File: config.mk
export PLATFORM = sky130hd
export DESIGN_NAME = bus_tx_system
export DESIGN_NICKNAME = d
export VERILOG_FILES = /design/src/verilog/bus_pkg.sv /design/src/verilog/bus_tx_system.sv /design/src/verilog/uart_tx.sv /design/src/verilog/tx_fifo.sv /design/src/verilog/bus_arbiter.sv
export SDC_FILE = /design/constraint.sdc
export NUM_CORES = 1
export LEC_CHECK = 0
export BUFFER_PORTS_ARGS = -buffer_cell sky130_fd_sc_hd__buf_2
export CAP_MARGIN = 20
export CORE_MARGIN = 4
export CORE_UTILIZATION = 46
export CTS_CLUSTER_SIZE = 12
export DETAILED_ROUTE_END_ITERATION = 10
export GPL_TIMING_DRIVEN = 0
export SYNTH_ARGS = -nofsm -noshare
export SYNTH_HDL_FRONTEND = slang
export SYNTH_SLANG_ARGS = --single-unit
File: constraint.sdc
create_clock -name clk50MHz -period 6.54 [get_ports clk50MHz]
set_clock_uncertainty 0.05 [all_clocks]
set_input_delay 1.308 -clock clk50MHz [delete_from_list [all_inputs] [get_ports clk50MHz]]
set_output_delay 1.308 -clock clk50MHz [all_outputs]
set_load 0.02 [all_outputs]
File: src/verilog/bus_pkg.sv
package bus_pkg;

    localparam int num_masters  = 4;
    localparam int fifo_depth   = 8;    // also the credit count after reset
    localparam int clks_per_bit = 50;   // 50 MHz / 1 Mbaud

    typedef logic [$clog2(num_masters)-1:0]  master_id_t;
    typedef logic [31:0]                     bus_data_t;
    typedef logic [2:0]                      byte_count_t;  // 1 to 4 bytes
    typedef logic [3:0]                      credit_t;      // 0 to fifo_depth
    typedef logic [$clog2(fifo_depth)-1:0]   fifo_ptr_t;
    typedef logic [$clog2(clks_per_bit)-1:0] baud_cnt_t;
    typedef logic [2:0]                      bit_idx_t;     // bit within a byte

    // control word, one byte wide
    typedef struct packed {
        byte_count_t byte_count;
        logic [4:0]  reserved;
    } bus_ctrl_t;

    typedef struct packed {
        bus_ctrl_t ctrl;
        bus_data_t data;
    } bus_word_t;

    typedef enum logic [1:0] {
        idle,
        start,
        data,
        stop
    } tx_state_t;

endpackage
File: src/verilog/bus_tx_system.sv
`timescale 1ns/10ps

module bus_tx_system (
    input  logic                            clk50MHz,
    input  logic                            rst_n,
    input  logic [bus_pkg::num_masters-1:0] req,
    input  bus_pkg::bus_word_t              words [bus_pkg::num_masters],
    output logic [bus_pkg::num_masters-1:0] ack,
    output logic                            tx,
    output logic                            tx_busy
);
    import bus_pkg::*;

    logic      bus_valid;
    bus_word_t bus_word;
    logic      credit_return;
    logic      fifo_valid;
    bus_word_t fifo_word;
    logic      fifo_pop;

    bus_arbiter i_arbiter (
        .clk50MHz      (clk50MHz),
        .rst_n         (rst_n),
        .req           (req),
        .words         (words),
        .ack           (ack),
        .bus_valid     (bus_valid),
        .bus_word      (bus_word),
        .credit_return (credit_return)
    );

    tx_fifo i_fifo (
        .clk50MHz      (clk50MHz),
        .rst_n         (rst_n),
        .bus_valid     (bus_valid),
        .bus_word      (bus_word),
        .fifo_valid    (fifo_valid),
        .fifo_word     (fifo_word),
        .fifo_pop      (fifo_pop),
        .credit_return (credit_return)
    );

    uart_tx i_uart (
        .clk50MHz   (clk50MHz),
        .rst_n      (rst_n),
        .fifo_valid (fifo_valid),
        .fifo_word  (fifo_word),
        .fifo_pop   (fifo_pop),
        .tx         (tx),
        .tx_busy    (tx_busy)
    );

endmodule

File: src/verilog/uart_tx.sv
`timescale 1ns/10ps

module uart_tx (
    input  logic               clk50MHz,
    input  logic               rst_n,
    input  logic               fifo_valid,
    input  bus_pkg::bus_word_t fifo_word,
    output logic               fifo_pop,
    output logic               tx,
    output logic               tx_busy
);
    import bus_pkg::*;

    tx_state_t   state;
    baud_cnt_t   baud_cnt;
    bit_idx_t    bit_cnt;
    byte_count_t bytes_left;
    bus_data_t   shreg;       // low byte goes out first
    logic        baud_done;

    assign baud_done = (baud_cnt == baud_cnt_t'(clks_per_bit - 1));
    assign tx_busy   = (state != idle);

    // bit timing
    always_ff @(posedge clk50MHz or negedge rst_n) begin
        if (!rst_n) begin
            baud_cnt <= '0;
        end else if (state == idle || baud_done) begin
            baud_cnt <= '0;
        end else begin
            baud_cnt <= baud_cnt + baud_cnt_t'(1);
        end
    end

    always_ff @(posedge clk50MHz) begin
        if (state == idle && fifo_valid) begin
            shreg <= fifo_word.data;
        end else if (state == data && baud_done) begin
            shreg <= shreg >> 1;  // next byte ends up in the low bits
        end
    end

    always_ff @(posedge clk50MHz or negedge rst_n) begin
        if (!rst_n) begin
            state      <= idle;
            tx         <= 1'b1;
            fifo_pop   <= 1'b0;
            bit_cnt    <= '0;
            bytes_left <= '0;
        end else begin
            fifo_pop <= 1'b0;
            case (state)
                idle: begin
                    if (fifo_valid) begin
                        fifo_pop   <= 1'b1;
                        bytes_left <= fifo_word.ctrl.byte_count;
                        tx         <= 1'b0;  // start bit
                        state      <= start;
                    end
                end
                start: begin
                    if (baud_done) begin
                        bit_cnt <= '0;
                        tx      <= shreg[0];
                        state   <= data;
                    end
                end
                data: begin
                    if (baud_done) begin
                        if (bit_cnt == bit_idx_t'(7)) begin
                            tx    <= 1'b1;  // stop bit
                            state <= stop;
                        end else begin
                            bit_cnt <= bit_cnt + bit_idx_t'(1);
                            tx      <= shreg[1];
                        end
                    end
                end
                stop: begin
                    if (baud_done) begin
                        if (bytes_left <= byte_count_t'(1)) begin
                            state <= idle;
                        end else begin
                            bytes_left <= bytes_left - byte_count_t'(1);
                            tx         <= 1'b0;
                            state      <= start;
                        end
                    end
                end
                default: state <= idle;
            endcase
        end
    end

endmodule

File: src/verilog/tx_fifo.sv
`timescale 1ns/10ps

module tx_fifo (
    input  logic               clk50MHz,
    input  logic               rst_n,
    input  logic               bus_valid,
    input  bus_pkg::bus_word_t bus_word,
    output logic               fifo_valid,
    output bus_pkg::bus_word_t fifo_word,
    input  logic               fifo_pop,
    output logic               credit_return
);
    import bus_pkg::*;

    bus_word_t mem [fifo_depth];
    fifo_ptr_t wr_ptr;
    fifo_ptr_t rd_ptr;
    credit_t   count;
    logic      push;
    logic      pop;

    // arbiter credits keep a slot free for every push
    assign push = bus_valid;
    assign pop  = fifo_pop && (count != '0);

    assign fifo_valid = (count != '0);
    assign fifo_word  = mem[rd_ptr];

    always_ff @(posedge clk50MHz) begin
        if (push) begin
            mem[wr_ptr] <= bus_word;
        end
    end

    // pointers wrap on their own since depth is a power of two
    always_ff @(posedge clk50MHz or negedge rst_n) begin
        if (!rst_n) begin
            wr_ptr <= '0;
            rd_ptr <= '0;
        end else begin
            if (push) begin
                wr_ptr <= wr_ptr + fifo_ptr_t'(1);
            end
            if (pop) begin
                rd_ptr <= rd_ptr + fifo_ptr_t'(1);
            end
        end
    end

    always_ff @(posedge clk50MHz or negedge rst_n) begin
        if (!rst_n) begin
            count <= '0;
        end else begin
            case ({push, pop})
                2'b10:   count <= count + credit_t'(1);
                2'b01:   count <= count - credit_t'(1);
                default: count <= count;
            endcase
        end
    end

    // one credit back per word taken
    always_ff @(posedge clk50MHz or negedge rst_n) begin
        if (!rst_n) begin
            credit_return <= 1'b0;
        end else begin
            credit_return <= pop;
        end
    end

endmodule

File: src/verilog/bus_arbiter.sv
`timescale 1ns/10ps

module bus_arbiter (
    input  logic                            clk50MHz,
    input  logic                            rst_n,
    input  logic [bus_pkg::num_masters-1:0] req,
    input  bus_pkg::bus_word_t              words [bus_pkg::num_masters],
    output logic [bus_pkg::num_masters-1:0] ack,
    output logic                            bus_valid,
    output bus_pkg::bus_word_t              bus_word,
    input  logic                            credit_return
);
    import bus_pkg::*;

    master_id_t               last_grant;  // rotating priority pointer
    master_id_t               ack_id;      // master holding ack this cycle
    master_id_t               pick;
    logic                     found;
    logic [num_masters-1:0]   eligible;
    credit_t                  credits;
    credit_t                  avail;
    logic                     can_grant;
    logic                     ack_any;

    assign ack_any = (ack != '0);

    // a master seeing ack this cycle still shows its old word
    assign eligible = req & ~ack;

    // the ack in flight already owns one credit
    assign avail     = credits - credit_t'(ack_any);
    assign can_grant = found && (avail != '0);

    // first requester after the last grant
    always_comb begin
        master_id_t idx;
        found = 1'b0;
        pick  = last_grant;
        for (int k = 1; k <= num_masters; k++) begin
            idx = master_id_t'(int'(last_grant) + k);
            if (!found && eligible[idx]) begin
                found = 1'b1;
                pick  = idx;
            end
        end
    end

    always_ff @(posedge clk50MHz or negedge rst_n) begin
        if (!rst_n) begin
            ack        <= '0;
            ack_id     <= '0;
            last_grant <= master_id_t'(num_masters - 1);  // search starts at 0
        end else begin
            ack <= '0;
            if (can_grant) begin
                ack[pick]  <= 1'b1;
                ack_id     <= pick;
                last_grant <= pick;
            end
        end
    end

    // bus word follows the ack by one cycle
    always_ff @(posedge clk50MHz or negedge rst_n) begin
        if (!rst_n) begin
            bus_valid <= 1'b0;
        end else begin
            bus_valid <= ack_any;
        end
    end

    always_ff @(posedge clk50MHz) begin
        if (ack_any) begin
            bus_word <= words[ack_id];  // master still holds it here
        end
    end

    // credit count, one per free buffer slot
    always_ff @(posedge clk50MHz or negedge rst_n) begin
        if (!rst_n) begin
            credits <= credit_t'(fifo_depth);
        end else begin
            case ({ack_any, credit_return})
                2'b10:   credits <= credits - credit_t'(1);
                2'b01:   credits <= credits + credit_t'(1);
                default: credits <= credits;  // none, or grant and return together
            endcase
        end
    end

endmodule

==> results.py <==
metrics = {
    "run_status": {
        "run_status": "complete, no violations",
    },
    "timing": {
        "relSlewSlack_pct": 29.8,
        "hold-worst-slack_ns": 0.445,
        "max_clock_freq_mhz": 332,
        "drv_slew": 0,
        "setup_violations": 0,
        "final.period_utilization_pct": 46.0,
        "worstMarginPinSlew_ns": 1.05,
        "post-route-min-period_ns": 3.01,
        "rsz0062_at_grt": "false",
        "tns_ns": 0,
        "postLayoutSetupSlackWorst_ns": 3.53,
        "hold_violations": 0,
    },
    "global_route": {
        "grt_start_max_net_pins": 41,
        "antenna_found_initial": 0,
        "grt_pass1_vias": 8630,
        "grt-ovfl-total": 0,
        "grt_pass1_wl_mm": 52.4,
        "grt_usage_pct": 18.3,
    },
    "critical_path": {
        "required_ns": 5.18,
        "cp-end-kind": "output port",
        "critical_path_class": "register to output port",
        "worstPathArrival_ns": 1.65,
        "cpPeakStageDelay_ns": 0.40,
        "r2r_slack_ns": 3.55,
        "cp_common_cell": "inv_1",
        "critPathMaxFanout": 5,
        "r2r_cells": 10,
        "regToRegStartpoint": "i_arbiter.ack[1]",
        "startpoint_type": "register",
        "path_cells": "inv_1, ha_1, inv_1, buf_2",
        "crit_start": "i_uart.state[0]",
        "cp_slowest_cell": "dfrtp_1",
    },
    "synth": {
        "synth_edf_count": 347,
        "synthCells": 814,
        "ys_ff_latch": 387,
        "synth_top_area_share_pct": 65.5,
        "ys.flop_type": "edfxtp_1",
        "async_flop_share_pct": 10.3,
        "ys_types": 54,
        "synth_area_leaders": "edfxtp_1, mux4_2, dfrtp_1",
        "avgSynthCellArea_sq_um": 19.5,
        "yosysWarnings": 0,
        "yosys.area.top_type": "edfxtp_1",
        "syn_nets": 1000,
        "yosysSeqAreaShare_pct": 71.8,
        "syn_area_sq_um": 15900,
    },
    "floorplan": {
        "fp.dieH_um": 194,
        "coreArea_sq_um": 33800,
        "rows": 67,
        "io_pins": 172,
        "die_area_sq_um": 37600,
        "die_w_um": 194,
        "initial_core_util_pct": 47.1,
    },
    "placement": {
        "portBuffers": 151,
        "numPlacedInstances": 1429,
        "dp_slack_ns": 3.55,
        "dp_hpwl_mm": 22.8,
        "routabilityCongestion": 0.794,
    },
    "final_layout": {
        "area_delta_synth_final_pct": 18.1,
        "fin_util_pct": 55.6,
        "n_antenna_cell": 0,
        "finalNetCount": 1212,
        "stdcell_count": 1500,
        "layout-drive-gt1-share_pct": 35.7,
        "fill_cells": 2610,
    },
    "clock_network": {
        "path_clk_slew_ns": 0.05,
        "cts_root_buf": "clkbuf_16",
        "cts_buffers": 41,
        "cts_sinks": 387,
        "cts_resized": 0,
        "cts_buffer_depth": 3,
        "htree_levels": 2,
        "cts_tree": "built",
        "clk_latency_ns": 0.52,
        "cts_hold_buf": 0,
        "postCtsSetupRepairBufs": 0,
    },
    "power": {
        "p_leak_nw": 6.44,
        "ir_worst_vdd_mv": 0.136,
        "power.density_nw_per_um2": 257,
    },
    "hold_path": {
        "hold_path_depth": 1,
        "min_from": "i_uart.baud_cnt[0]",
        "hold_path.class": "register to register",
    },
    "detailed_routing": {
        "drc": 0,
        "first_pass_iters": 6,
        "drt_wl_total_mm": 34.3,
        "via_per_inst": 5.46,
        "drt_iter0_drc": 650,
        "via_count": 8189,
        "route.antenna.remaining_nets": 0,
        "wire_per_inst_um": 22.9,
    },
    "flow_run": {
        "cap_violations": 0,
    },
}
layout by cell type, fill, tap and decap left out, drive strengths merged, types with 2 or more instances in the layout:
| cell type | count |
|---|---|
| or4 | 2 |
| ha | 19 |
| nand2b | 9 |
| clkinv | 10 |
| inv | 14 |
| dfrtp | 36 |
| a211oi | 2 |
| clkbuf | 69 |
| dfstp | 4 |
| a22o | 2 |
| o32ai | 2 |
| edfxtp | 347 |
| a21oi | 9 |
| mux4 | 105 |
| o21ai | 43 |
| nand3 | 9 |
| mux2 | 8 |
| buf | 194 |
| nor2b | 5 |
| xnor2 | 9 |
| and2 | 2 |
| nor2 | 23 |
| xor2 | 9 |
| or2 | 2 |
| nor3 | 4 |
| nand2 | 57 |
| mux2i | 35 |
layout make-up:
class                           count  area, sq um  area share [%]
Buffer                             38          200            1.07
Clock buffer                       56         1120            5.99
Clock inverter                     13         87.6           0.466
Inverter                           13         48.8           0.260
Multi-Input combinational cell    376         4290            22.9
Sequential cell                   387        11400            60.8
Tap cell                          448          561            2.98
Timing Repair Buffer              169         1050            5.58
metrics by stage:
stage	cell area (sq um)	total power, mW
after floorplan	15900	2.73
after global routing	18800	5.01
after global placement	17200	2.78
after detailed placement	17500	2.78
final	18800	4.83
after CTS	18800	4.89
cell usage after synthesis, types with 2 or more instances:
cell type,count
a211oi_1,2
a21oi_1,9
a22o_1,2
buf_1,3
buf_2,13
buf_4,7
buf_6,2
clkbuf_1,13
dfrtp_1,36
dfstp_2,4
edfxtp_1,347
ha_1,19
inv_1,13
mux2_2,7
mux2i_1,35
mux4_2,105
nand2_1,57
nand2b_1,9
nand3_1,9
nor2_1,21
nor2b_1,5
nor3_1,4
o21ai_0,43
o32ai_1,2
or2_2,2
xnor2_1,9
xor2_1,9
cells by family after synthesis:
logic type | share of synthesized area [%]
mux | 17.7
buf+inv | 1.56
simple gates | 3.72
xor+xnor | 0.991
fa+ha+maj | 1.62
flops | 71.8
compound gates | 2.63
routing by layer:
layer,vias up,wire length (um),GRT usage (%)
met4,0,497,3.59
met2,192,17000,29.7
met1,4247,15400,27.0
met5,-,0,0
met3,36,1450,2.47
li1,3714,-,-
state kept, by name (all words and copies together) (netlist names), 4 cells and up:
name	cells
i_arbiter.bus_word	35
i_arbiter.ack	4
i_uart.shreg	32
i_arbiter.credits	4
i_uart.baud_cnt	6
i_fifo.mem	280
i_fifo.count	4
where the power goes:
part,internal [mW],switching (mW),leakage (nW)
clock network,1.24,0.868,0.587
logic,0.0473,0.0236,2.30
registers,2.66,0,3.55
worst paths after layout:
| path | to |
|---|---|
| max | tx_busy |
| min | i_uart.baud_cnt[0] |
| max reg2reg | i_arbiter.credits[3] |
| min reg2reg | i_uart.baud_cnt[0] |
| max in group asynchronous | i_uart.tx |
| min in group asynchronous | i_arbiter.ack[3] |
worst max-delay path, delay by kind of cell, from the launching register on:
kind / cells / cell delay (ns)
adder cells (fa/ha/maj): 1 / 0.27
buffers and inverters: 3 / 0.48
flip-flops: 1 / 0.40
No activity file was read; power rests on OpenSTA's default activity.
